==> config.mk <==
export PLATFORM = sky130hd
export DESIGN_NAME = la_core
export DESIGN_NICKNAME = d
export VERILOG_FILES = /design/src/verilog/core_pkg.sv /design/src/verilog/pipe_if.sv /design/src/verilog/reg_file.sv /design/src/verilog/decode_stage.sv /design/src/verilog/execute_stage.sv /design/src/verilog/result_stage.sv /design/src/verilog/la_core.sv
export SDC_FILE = /design/constraint.sdc
export NUM_CORES = 2
export LEC_CHECK = 0
export BUFFER_PORTS_ARGS = -buffer_cell sky130_fd_sc_hd__buf_2
export CAP_MARGIN = 15
export CORE_MARGIN = 8
export CORE_UTILIZATION = 66
export CTS_BUF_LIST = sky130_fd_sc_hd__clkbuf_4
export CTS_CLUSTER_DIAMETER = 100
export DETAILED_ROUTE_END_ITERATION = 8
export PLACE_DENSITY = 0.83
export SLEW_MARGIN = 20
export SYNTH_ARGS = -nofsm -noshare
export SYNTH_HDL_FRONTEND = slang
export SYNTH_SLANG_ARGS = --single-unit
==> constraint.sdc <==
create_clock -name clk -period 11.04 [get_ports clk]
set_clock_uncertainty 0.15 [all_clocks]
set_input_delay 1.656 -clock clk [delete_from_list [all_inputs] [get_ports clk]]
set_output_delay 1.656 -clock clk [all_outputs]
set_load 0.05 [all_outputs]
==> src/verilog/core_pkg.sv <==
`default_nettype none

package core_pkg;

    typedef logic [31:0] word_t;
    typedef logic [4:0]  reg_addr_t;

    localparam int    REG_COUNT = 32;
    localparam word_t RESET_PC  = 32'h1c000000;

    typedef enum logic [3:0] {
        ALU_ADD, ALU_SUB, ALU_SLT, ALU_SLTU, ALU_AND, ALU_NOR, ALU_OR, ALU_XOR,
        ALU_SLL, ALU_SRL, ALU_SRA, ALU_LUI, ALU_MUL, ALU_MULH, ALU_MULHU
    } alu_op_e;

    // bits 31:26
    localparam logic [5:0] OP_FIELD_31_26_ALU    = 6'h00;
    localparam logic [5:0] OP_FIELD_31_26_LU12I  = 6'h05;
    // bits 25:22
    localparam logic [3:0] OP_FIELD_25_22_REG    = 4'h0;
    localparam logic [3:0] OP_FIELD_25_22_SHIFTI = 4'h1;
    localparam logic [3:0] OP_FIELD_25_22_SLTI   = 4'h8;
    localparam logic [3:0] OP_FIELD_25_22_SLTUI  = 4'h9;
    localparam logic [3:0] OP_FIELD_25_22_ADDI   = 4'ha;
    localparam logic [3:0] OP_FIELD_25_22_ANDI   = 4'hd;
    localparam logic [3:0] OP_FIELD_25_22_ORI    = 4'he;
    localparam logic [3:0] OP_FIELD_25_22_XORI   = 4'hf;
    // bits 21:20
    localparam logic [1:0] OP_FIELD_21_20_SHIFTI = 2'h0;
    localparam logic [1:0] OP_FIELD_21_20_REG    = 2'h1;
    // bits 19:15 for register forms
    localparam logic [4:0] OP_FIELD_19_15_ADD    = 5'h00;
    localparam logic [4:0] OP_FIELD_19_15_SUB    = 5'h02;
    localparam logic [4:0] OP_FIELD_19_15_SLT    = 5'h04;
    localparam logic [4:0] OP_FIELD_19_15_SLTU   = 5'h05;
    localparam logic [4:0] OP_FIELD_19_15_NOR    = 5'h08;
    localparam logic [4:0] OP_FIELD_19_15_AND    = 5'h09;
    localparam logic [4:0] OP_FIELD_19_15_OR     = 5'h0a;
    localparam logic [4:0] OP_FIELD_19_15_XOR    = 5'h0b;
    localparam logic [4:0] OP_FIELD_19_15_SLL    = 5'h0e;
    localparam logic [4:0] OP_FIELD_19_15_SRL    = 5'h0f;
    localparam logic [4:0] OP_FIELD_19_15_SRA    = 5'h10;
    localparam logic [4:0] OP_FIELD_19_15_MUL    = 5'h18;
    localparam logic [4:0] OP_FIELD_19_15_MULH   = 5'h19;
    localparam logic [4:0] OP_FIELD_19_15_MULHU  = 5'h1a;
    // bits 19:15 for shift immediates
    localparam logic [4:0] OP_FIELD_19_15_SLLI   = 5'h01;
    localparam logic [4:0] OP_FIELD_19_15_SRLI   = 5'h09;
    localparam logic [4:0] OP_FIELD_19_15_SRAI   = 5'h11;

endpackage

`default_nettype wire

==> src/verilog/pipe_if.sv <==
`timescale 1ns/1ns
`default_nettype none

// decode to execute
interface exec_if;
    import core_pkg::*;

    logic      valid;
    alu_op_e   op;
    word_t     src1;
    word_t     src2;
    reg_addr_t dest;
    word_t     pc;

    modport decode  (output valid, op, src1, src2, dest, pc);
    modport execute (input  valid, op, src1, src2, dest, pc);
endinterface

// execute to result with a monitor view for decode
interface wb_if;
    import core_pkg::*;

    logic      valid;
    reg_addr_t dest;
    word_t     value;
    word_t     pc;

    modport execute (output valid, dest, value, pc);
    modport result  (input  valid, dest, value, pc);
    modport monitor (input  valid, dest, value);
endinterface

`default_nettype wire

==> src/verilog/reg_file.sv <==
`timescale 1ns/1ns
`default_nettype none

module reg_file (
    input  wire                 clk,
    input  core_pkg::reg_addr_t raddr1,
    output core_pkg::word_t     rdata1,
    input  core_pkg::reg_addr_t raddr2,
    output core_pkg::word_t     rdata2,
    input  wire                 we,
    input  core_pkg::reg_addr_t waddr,
    input  core_pkg::word_t     wdata
);
    import core_pkg::*;

    word_t regs [REG_COUNT];

    always_ff @(posedge clk)
    begin
        if (we)
            regs[waddr] <= wdata;
    end

    // r0 always reads as zero
    assign rdata1 = (raddr1 == '0) ? '0 : regs[raddr1];
    assign rdata2 = (raddr2 == '0) ? '0 : regs[raddr2];

endmodule

`default_nettype wire

==> src/verilog/decode_stage.sv <==
`timescale 1ns/1ns
`default_nettype none

module decode_stage (
    input  wire                 clk,
    input  wire                 reset,
    input  wire                 inst_valid,
    input  core_pkg::word_t     inst,
    exec_if.decode              ex,
    wb_if.monitor               wb,
    input  wire                 rf_we,
    input  core_pkg::reg_addr_t rf_waddr,
    input  core_pkg::word_t     rf_wdata
);
    import core_pkg::*;

    logic      id_valid;
    word_t     id_inst;
    word_t     id_pc;
    word_t     fetch_pc;
    alu_op_e   op;
    logic      known;
    logic      use_imm;
    word_t     imm;
    reg_addr_t rj;
    reg_addr_t rk;
    word_t     rf_rdata1;
    word_t     rf_rdata2;
    word_t     rj_value;
    word_t     rk_value;

    always_ff @(posedge clk)
    begin
        if (reset)
        begin
            id_valid <= 1'b0;
            fetch_pc <= RESET_PC;
        end
        else
        begin
            id_valid <= inst_valid;
            if (inst_valid)
                fetch_pc <= fetch_pc + 32'd4;
        end
    end

    always_ff @(posedge clk)
    begin
        if (inst_valid)
        begin
            id_inst <= inst;
            id_pc   <= fetch_pc;
        end
    end

    always_comb
    begin
        op      = ALU_ADD;
        known   = 1'b0;
        use_imm = 1'b0;
        imm     = {{20{id_inst[21]}}, id_inst[21:10]};
        if (id_inst[31:26] == OP_FIELD_31_26_ALU)
        begin
            case (id_inst[25:22])
                OP_FIELD_25_22_REG:
                begin
                    known = (id_inst[21:20] == OP_FIELD_21_20_REG);
                    case (id_inst[19:15])
                        OP_FIELD_19_15_ADD:   op = ALU_ADD;
                        OP_FIELD_19_15_SUB:   op = ALU_SUB;
                        OP_FIELD_19_15_SLT:   op = ALU_SLT;
                        OP_FIELD_19_15_SLTU:  op = ALU_SLTU;
                        OP_FIELD_19_15_NOR:   op = ALU_NOR;
                        OP_FIELD_19_15_AND:   op = ALU_AND;
                        OP_FIELD_19_15_OR:    op = ALU_OR;
                        OP_FIELD_19_15_XOR:   op = ALU_XOR;
                        OP_FIELD_19_15_SLL:   op = ALU_SLL;
                        OP_FIELD_19_15_SRL:   op = ALU_SRL;
                        OP_FIELD_19_15_SRA:   op = ALU_SRA;
                        OP_FIELD_19_15_MUL:   op = ALU_MUL;
                        OP_FIELD_19_15_MULH:  op = ALU_MULH;
                        OP_FIELD_19_15_MULHU: op = ALU_MULHU;
                        default:              known = 1'b0;
                    endcase
                end
                OP_FIELD_25_22_SHIFTI:
                begin
                    known   = (id_inst[21:20] == OP_FIELD_21_20_SHIFTI);
                    use_imm = 1'b1;
                    imm     = {27'b0, id_inst[14:10]};
                    case (id_inst[19:15])
                        OP_FIELD_19_15_SLLI: op = ALU_SLL;
                        OP_FIELD_19_15_SRLI: op = ALU_SRL;
                        OP_FIELD_19_15_SRAI: op = ALU_SRA;
                        default:             known = 1'b0;
                    endcase
                end
                OP_FIELD_25_22_SLTI,
                OP_FIELD_25_22_SLTUI,
                OP_FIELD_25_22_ADDI:
                begin
                    known   = 1'b1;
                    use_imm = 1'b1;
                    if (id_inst[25:22] == OP_FIELD_25_22_SLTI)
                        op = ALU_SLT;
                    else if (id_inst[25:22] == OP_FIELD_25_22_SLTUI)
                        op = ALU_SLTU;
                end
                OP_FIELD_25_22_ANDI,
                OP_FIELD_25_22_ORI,
                OP_FIELD_25_22_XORI:
                begin
                    known   = 1'b1;
                    use_imm = 1'b1;
                    // logical immediates are zero extended
                    imm     = {20'b0, id_inst[21:10]};
                    if (id_inst[25:22] == OP_FIELD_25_22_ANDI)
                        op = ALU_AND;
                    else if (id_inst[25:22] == OP_FIELD_25_22_ORI)
                        op = ALU_OR;
                    else
                        op = ALU_XOR;
                end
                default:
                    known = 1'b0;
            endcase
        end
        else if (id_inst[31:26] == OP_FIELD_31_26_LU12I && !id_inst[25])
        begin
            known   = 1'b1;
            use_imm = 1'b1;
            op      = ALU_LUI;
            imm     = {id_inst[24:5], 12'b0};
        end
    end

    assign rj = id_inst[9:5];
    assign rk = id_inst[14:10];

    reg_file reg_file_i (
        .clk    (clk),
        .raddr1 (rj),
        .rdata1 (rf_rdata1),
        .raddr2 (rk),
        .rdata2 (rf_rdata2),
        .we     (rf_we),
        .waddr  (rf_waddr),
        .wdata  (rf_wdata)
    );

    // newest producer wins over the register file
    assign rj_value = (wb.valid && wb.dest == rj && rj != '0) ? wb.value :
                      (rf_we && rf_waddr == rj && rj != '0)   ? rf_wdata : rf_rdata1;
    assign rk_value = (wb.valid && wb.dest == rk && rk != '0) ? wb.value :
                      (rf_we && rf_waddr == rk && rk != '0)   ? rf_wdata : rf_rdata2;

    assign ex.valid = id_valid && known;
    assign ex.op    = op;
    assign ex.src1  = rj_value;
    assign ex.src2  = use_imm ? imm : rk_value;
    assign ex.dest  = id_inst[4:0];
    assign ex.pc    = id_pc;

endmodule

`default_nettype wire

==> src/verilog/execute_stage.sv <==
`timescale 1ns/1ns
`default_nettype none

module execute_stage (
    input  wire     clk,
    input  wire     reset,
    exec_if.execute ex,
    wb_if.execute   wb
);
    import core_pkg::*;

    logic               exe_valid;
    alu_op_e            exe_op;
    word_t              exe_src1;
    word_t              exe_src2;
    reg_addr_t          exe_dest;
    word_t              exe_pc;
    logic               mul_signed;
    logic signed [32:0] mul_a;
    logic signed [32:0] mul_b;
    logic signed [65:0] product;
    word_t              result;

    always_ff @(posedge clk)
    begin
        if (reset)
            exe_valid <= 1'b0;
        else
            exe_valid <= ex.valid;
    end

    always_ff @(posedge clk)
    begin
        exe_op   <= ex.op;
        exe_src1 <= ex.src1;
        exe_src2 <= ex.src2;
        exe_dest <= ex.dest;
        exe_pc   <= ex.pc;
    end

    // one signed 33x33 multiplier covers both signednesses
    assign mul_signed = (exe_op != ALU_MULHU);
    assign mul_a      = {mul_signed & exe_src1[31], exe_src1};
    assign mul_b      = {mul_signed & exe_src2[31], exe_src2};
    assign product    = mul_a * mul_b;

    always_comb
    begin
        case (exe_op)
            ALU_ADD:   result = exe_src1 + exe_src2;
            ALU_SUB:   result = exe_src1 - exe_src2;
            ALU_SLT:   result = {31'b0, $signed(exe_src1) < $signed(exe_src2)};
            ALU_SLTU:  result = {31'b0, exe_src1 < exe_src2};
            ALU_AND:   result = exe_src1 & exe_src2;
            ALU_NOR:   result = ~(exe_src1 | exe_src2);
            ALU_OR:    result = exe_src1 | exe_src2;
            ALU_XOR:   result = exe_src1 ^ exe_src2;
            ALU_SLL:   result = exe_src1 << exe_src2[4:0];
            ALU_SRL:   result = exe_src1 >> exe_src2[4:0];
            ALU_SRA:   result = $signed(exe_src1) >>> exe_src2[4:0];
            ALU_LUI:   result = exe_src2;
            ALU_MUL:   result = product[31:0];
            default:   result = product[63:32];
        endcase
    end

    assign wb.valid = exe_valid;
    assign wb.dest  = exe_dest;
    assign wb.value = result;
    assign wb.pc    = exe_pc;

endmodule

`default_nettype wire

==> src/verilog/result_stage.sv <==
`timescale 1ns/1ns
`default_nettype none

module result_stage (
    input  wire                 clk,
    input  wire                 reset,
    wb_if.result                wb,
    output logic                rf_we,
    output core_pkg::reg_addr_t rf_waddr,
    output core_pkg::word_t     rf_wdata,
    output core_pkg::word_t     debug_wb_pc,
    output logic [3:0]          debug_wb_rf_we,
    output core_pkg::reg_addr_t debug_wb_rf_wnum,
    output core_pkg::word_t     debug_wb_rf_wdata
);
    import core_pkg::*;

    logic      res_valid;
    reg_addr_t res_dest;
    word_t     res_value;
    word_t     res_pc;

    always_ff @(posedge clk)
    begin
        if (reset)
            res_valid <= 1'b0;
        else
            res_valid <= wb.valid;
    end

    always_ff @(posedge clk)
    begin
        res_dest  <= wb.dest;
        res_value <= wb.value;
        res_pc    <= wb.pc;
    end

    // write port and trace share the same register
    assign rf_we             = res_valid;
    assign rf_waddr          = res_dest;
    assign rf_wdata          = res_value;
    assign debug_wb_pc       = res_pc;
    assign debug_wb_rf_we    = {4{res_valid}};
    assign debug_wb_rf_wnum  = res_dest;
    assign debug_wb_rf_wdata = res_value;

endmodule

`default_nettype wire

==> src/verilog/la_core.sv <==
`timescale 1ns/1ns
`default_nettype none

module la_core (
    input  wire                 clk,
    input  wire                 reset,
    input  wire                 inst_valid,
    input  core_pkg::word_t     inst,
    output core_pkg::word_t     debug_wb_pc,
    output logic [3:0]          debug_wb_rf_we,
    output core_pkg::reg_addr_t debug_wb_rf_wnum,
    output core_pkg::word_t     debug_wb_rf_wdata
);
    import core_pkg::*;

    logic      rf_we;
    reg_addr_t rf_waddr;
    word_t     rf_wdata;

    exec_if ex_bus ();
    wb_if   wb_bus ();

    decode_stage decode_i (
        .clk        (clk),
        .reset      (reset),
        .inst_valid (inst_valid),
        .inst       (inst),
        .ex         (ex_bus),
        .wb         (wb_bus),
        .rf_we      (rf_we),
        .rf_waddr   (rf_waddr),
        .rf_wdata   (rf_wdata)
    );

    execute_stage execute_i (
        .clk   (clk),
        .reset (reset),
        .ex    (ex_bus),
        .wb    (wb_bus)
    );

    result_stage result_i (
        .clk               (clk),
        .reset             (reset),
        .wb                (wb_bus),
        .rf_we             (rf_we),
        .rf_waddr          (rf_waddr),
        .rf_wdata          (rf_wdata),
        .debug_wb_pc       (debug_wb_pc),
        .debug_wb_rf_we    (debug_wb_rf_we),
        .debug_wb_rf_wnum  (debug_wb_rf_wnum),
        .debug_wb_rf_wdata (debug_wb_rf_wdata)
    );

endmodule

`default_nettype wire

# Word level (Yosys, flattened, before mapping)
# Memories as Yosys holds them, arrays and structs flattened. A register that Yosys moved wholly into a read port is not among the register bits.
# Cells that the tools add are included.
# word_totals
mem_bits_ro	0
register_bits	273
out_inout_bits	73
latch_bits	0
ramBits	1024
mem_count	1
# memory_table
name	depth	width	read_ports	rd_clocked_by_memory_dff	wr	line	text
decode_i.reg_file_i.regs	32	32	2	2	1	reg_file.sv:16	word_t regs [REG_COUNT];
# classes
n_mux	31
div	0
reduce_logical	26
magnitude_cmp	2
n_mul	1
addsub	3
n_eq_ne	41
n_shift	3
bitwise_logic	6
# op_table
cell	count
$pmux 32 s13	1
$mux 32	9
$lt 32x32->1	2
$mul 33x33->64	1
$pmux 32 s2	1
$pmux 4 s13	1
$eq 4x4->1 const B	11
$add 32x3->32 const B	1
$add 32x32->32	1
$and 32x32->32	1
$not 32->32	1
$or 32x32->32	1
$shl 32x5->32	1
$shr 32x5->32	1
$sshr 32x5->32	1
$sub 32x32->32	1
$xor 32x32->32	1
$eq 5x4->1 const B	6
$eq 5x5->1 const B	5
$eq 5x5->1	4
$eq 4x3->1 const B	4
$mux 4	4
$pmux 4 s4	1
$logic_not 5->1	3
24 further kinds	50

# Logic depth before layout (Yosys ltp)
# depth
word_depth	6
ltp_mapped	35
depth_no_buf	29

# Hierarchy
# Synthesis repeated with hierarchy kept, for this count alone.
# unflattened
hier_cells	8973
area_unflattened_um2	103478.0
# by_module_without_submodules
mod	cells_each	area_per_inst_um2	instances	seq_area_each_um2
execute_stage	5784	48604.1	1	2122.0
reg_file	2460	47295.4	1	30749.5
decode_stage	617	5855.6	1	2482.4
result_stage	112	1722.9	1	1401.3

# Least setup slack after synthesis
# Ideal clock, no wire load.
# synth_path
path_type	reg2reg
start	reg execute_i.exe_op[3]
end	reg execute_i.exe_src2[23]
stages_incl_launch_ff	34
setup_time_ns	0.143
required_time_ns	10.747
arrival_ns	9.145
path_slack_ns	1.602
cell_sequence	dfxtp_1 clkbuf_1 clkbuf_1 clkbuf_1 a31oi_1 clkbuf_1 nand2_1 inv_1 fa_1 inv_1 fa_1 inv_1 fa_1 fa_1 inv_1 fa_1 inv_1 fa_1 inv_1 fa_1 fa_1 inv_1 ha_1 clkbuf_1 nand2_1 nor4_1 nand2b_1 nand3b_1 a2111oi_1 o31a_1 nor2_1 mux2_2 a211oi_1 a221oi_1
# synth_via
elab_chain_len	6
# synth_lines
item	line	text
start: declaration	execute_stage.sv:13	alu_op_e exe_op;
start signal: assignment	execute_stage.sv:34	exe_op <= ex.op;
$ne 4x4->1	execute_stage.sv:42	assign mul_signed = (exe_op != ALU_MULHU);
$and 1x1->1, on equally long branches	execute_stage.sv:43, execute_stage.sv:44	
$mul 33x33->64	execute_stage.sv:45	assign product = mul_a * mul_b;
$pmux 32 s13 *	execute_stage.sv:49	case (exe_op)
$mux 32 *	decode_stage.sv:154	assign rk_value = (wb.valid && wb.dest == rk && rk != '0) ? wb.value :
$mux 32 *	decode_stage.sv:160	assign ex.src2 = use_imm ? imm : rk_value;
net decode_i.ex.src2[23]	pipe_if.sv:15	modport decode (output valid, op, src1, src2, dest, pc);
end signal: assignment	execute_stage.sv:36	exe_src2 <= ex.src2;
end: declaration	execute_stage.sv:15	word_t exe_src2;
# The timed path passes the listed nets; every way through them passes the cells marked *.
# A chain may end at the register's enable or synchronous reset.

# Worst setup path in the final report
# layout_path
start	reg execute_i.exe_op[3]
end	reg execute_i.exe_src1[17]
# layout_via
elab_chain_len	5
# layout_lines
item	line	text
$ne 4x4->1	execute_stage.sv:42	
$and 1x1->1, on equally long branches	execute_stage.sv:43, execute_stage.sv:44	
$mul 33x33->64	execute_stage.sv:45	
$pmux 32 s13 *	execute_stage.sv:49	
net decode_i.wb.value[17]	pipe_if.sv:30	modport monitor (input valid, dest, value);
$mux 32 *	decode_stage.sv:152	assign rj_value = (wb.valid && wb.dest == rj && rj != '0) ? wb.value :
net decode_i.ex.src1[17]	pipe_if.sv:15	
end signal: assignment	execute_stage.sv:35	exe_src1 <= ex.src1;
end: declaration	execute_stage.sv:14	word_t exe_src1;
# Marks and branches as above.

==> parameters.txt <==
Parameter                              Value

Timing
  Setup TNS ... 0 ps
  Unrepaired setup endpoints after global routing ... false
  Final Cycle Share ... 0.963
  Max-slew violation total from the final report ... 0
  Hold Vio Cnt, Final ... 0
  Fmax ... roughly 0.094 GHz
  Shortest clock period the worst path allows after layout ... approximately 11000 ps
  Setup-failing EPs final ... 0
  Max-slew headroom ... 0.159
  Slew at the pin closest to its max-slew limit ... approximately 1300 ps

Worst setup path
  Data arrival time of the critical path ... between 10000 and 15000 ps
  Category of the worst setup path launch point ... flop
  Endpoint type of the worst setup path ... flop
  Required time of the worst setup path ... between 10000 and 15000 ps
  Critical path type ... flop to flop
  Largest fanout on the critical path ... 31

Layout
  Count of fill cells added during filler insertion ... just over 10000
  Area growth, synth to finish ... 6.99%
  Core utilization of the finished layout ... 0.707
  Share of cells above drive strength 1 ... 0.199
  Number of nets in the layout ... around 10000

Synthesis
  Cell with the most instances after synthesis ... inv_1
  Top cells by area, synth ... edfxtp_1 (32%), fa_1 (22%), mux4_2 (15%), inv_1 (4.7%), dfxtp_1 (4.1%)
  Top cell types by occurrence after synthesis ... inv_1 (1300), fa_1 (1127), edfxtp_1 (1086)
  Portion of netlist area occupied by mux cells ... 0.164
  Post-Synth Adder-Cell Area ... 0.257
  Sequential element share of the synthesized area ... 0.359
  Simple-gate portion of the synthesized area ... 0.0767
  Cell count after synthesis ... roughly 8400
  Post-synth top flop ... edfxtp_1
  Total of warnings raised by yosys ... 0
  Average size of a mapped cell ... between 10 and 15 sq um
  Post-synthesis compound-gate area fraction ... 0.0628
  Distinct cell type count of the synthesized netlist ... between 100 and 150
  Fraction of post-synthesis cell area in the top cell type by area ... 0.317
  Post-synthesis cell area ... around 0.1 sq mm
  Area leader, netlist ... edfxtp_1
  Share of synthesized registers carrying an async set or reset ... 0
  Largest family of logic cells by synthesized area ... adder cells
  Number of storage elements in the synthesis netlist ... ~1300
  XOR/XNOR share of the synthesized area ... 0.0105
  Number of enable-type register cells in the synthesized netlist ... 1086

Detailed routing
  First-pass DRT Iterations ... 9
  Antenna viol nets, final ... 0
  Wire per inst ... about 34 um
  Number of remaining DRC errors ... 0
  Iteration-0 DRC count of the detailed router ... around 11000
  Routed wire length ... between 300000 and 400000 um
  Vias per cell ... 7.08
  Number of vias after detailed routing ... roughly 77000

Floorplanning
  Effective utilization at floorplan ... 0.661
  Row count ... around 150
  Die Height ... just over 400 um
  I/O Pins ... 108
  Floorplan core area ... 0.155 sq mm
  Die width ... around 400 um
  Area of the die ... 0.169 sq mm

Clock tree
  H-Tree Depth ... 5
  Number of buffers inserted to repair setup after CTS ... 0
  Clock tree sinks ... ~1300
  Number of instances resized during post-cts repair ... 0
  Clock-pin slew on the worst setup and hold paths ... around 70 ps
  Maximum buffer depth of the clock tree ... 4
  CTS root buf ... clkbuf_4
  CTS Buf Count ... approximately 330
  Clock latency of the later-clocked register in the worst-skew pair ... ~1400 ps
  Quantity of hold-fixing buffers added after cts ... 0
  CTS tree ... done

Global route
  Total congestion overflow ... 0
  All-Layer GR Usage ... 0.445
  First-pass GRT wire length ... around 540000 um
  Initial antenna violation count ... 26
  Via count of the first global-routing pass ... a little over 80000
  Largest net degree at the start of global routing ... 120

Placed design
  Placer Congestion ... around 1.1
  I/O Buffers ... ~110
  Sum of net half-perimeters after detailed placement ... about 260000 um

Run status
  Status ... finished clean

Run
  Max-cap violation count ... 0

Hold path
  Min-Delay Path Class ... flop to flop
cells by family (layout without fill, tap and decap cells):
kind of cell | count (synthesis) | after routing
AO/OA/AOI/OAI | 950 | 950
buffers and inverters | 1886 | 2238
AND/OR/NAND/NOR | 1874 | 1874
flip-flops | 1299 | 1299
multiplexers | 832 | 832
adder cells (fa/ha/maj) | 1437 | 1437
other | 1 | 22
XOR/XNOR | 123 | 123
cell usage in the layout, fill, tap and decap left out, drive strengths merged, types with 22 or more instances in the layout:
master	n
a211oi	49
nand4	36
xor2	56
nor2	608
mux4	674
o211ai	35
o221ai	22
a21oi	278
o22ai	24
a21o	44
nand2	927
mux2i	72
a31oi	28
clkinv	101
or3	24
fa	1127
nor2b	26
nand3	54
mux2	86
dfxtp	213
clkbuf	467
buf	354
o21ai	170
a221oi	88
xnor2	67
inv	1314
edfxtp	1086
and2	30
ha	310
nor3	44
state kept, by name, indices dropped and copies added (netlist names), 30 cells and up, named ones only:
signal	count
execute_i.exe_src1	32
decode_i.ex.pc	30
decode_i.fetch_pc	30
decode_i.reg_file_i.regs	1024
execute_i.exe_src2	32
result_i.debug_wb_rf_wdata	32
decode_i.id_inst	32
result_i.debug_wb_pc	30
execute_i.wb.pc	30
through the flow:
step	cells	hold slack, ps	instance area (sq um)	worst slack (ps)
floorplan	8403	160	103000	1600
global placement	10300	160	106000	505
detailed placement	10300	162	106000	339
CTS	10800	93.2	110000	296
global route	10800	124	110000	262
finish	10800	94.4	110000	403
routing by layer:
| layer | track usage | share of wire | wire [um] | up-vias |
|---|---|---|---|---|
| li1 | - | - | - | 29500 |
| met1 | 0.512 | 0.30 | 113000 | 37900 |
| met2 | 0.677 | 0.45 | 167000 | 6989 |
| met3 | 0.150 | 0.14 | 52000 | 2256 |
| met4 | 0.370 | 0.11 | 40800 | 20 |
| met5 | 0 | 0.00039 | 146 | - |
cell type report:
class / count / area (sq um) / area share
inverters: 1334 / 5010 / 0.0455
multi-input cells: 5218 / 59100 / 0.537
clock inverters: 83 / 393 / 0.00357
clock buffers: 467 / 3510 / 0.0319
diodes: 20 / 50.0 / 0.000455
well taps: 2058 / 2570 / 0.0234
repair buffers: 354 / 2480 / 0.0226
flip-flops and latches: 1299 / 36900 / 0.336
critical path, cell delays in order, from the launching register on:
cell and delay (ps):
dfxtp_1 370, buf_4 370, nand3_1 380, nand2_1 200, clkinv_1 530, nand2_1 300
fa_1 480, fa_1 420, fa_1 540, fa_1 450, fa_1 520, inv_1 80
fa_1 490, inv_1 60, fa_1 370, inv_1 90, fa_1 440, ha_1 410
a21oi_1 370, o21ai_0 280, nor2b_1 200, o211ai_1 110, a21oi_1 840, o31ai_1 310
a21oi_1 240, xor2_1 620, o211ai_1 310, mux2_2 400
path summary, 6_finish.rpt:
kind,endpoint,start,slack (ps),cells past startpoint
worst min-delay path,result_i.debug_wb_pc[23],execute_i.wb.pc[23],90,0
worst min register to register,result_i.debug_wb_pc[23],execute_i.wb.pc[23],90,0
worst max register to register,execute_i.exe_src1[17],execute_i.exe_op[3],400,27
worst max-delay path,execute_i.exe_src1[17],execute_i.exe_op[3],400,27
Power is left out: the tool's default activity adds up to more than one toggle a clock period on the data nets, which glitch-free logic cannot reach.
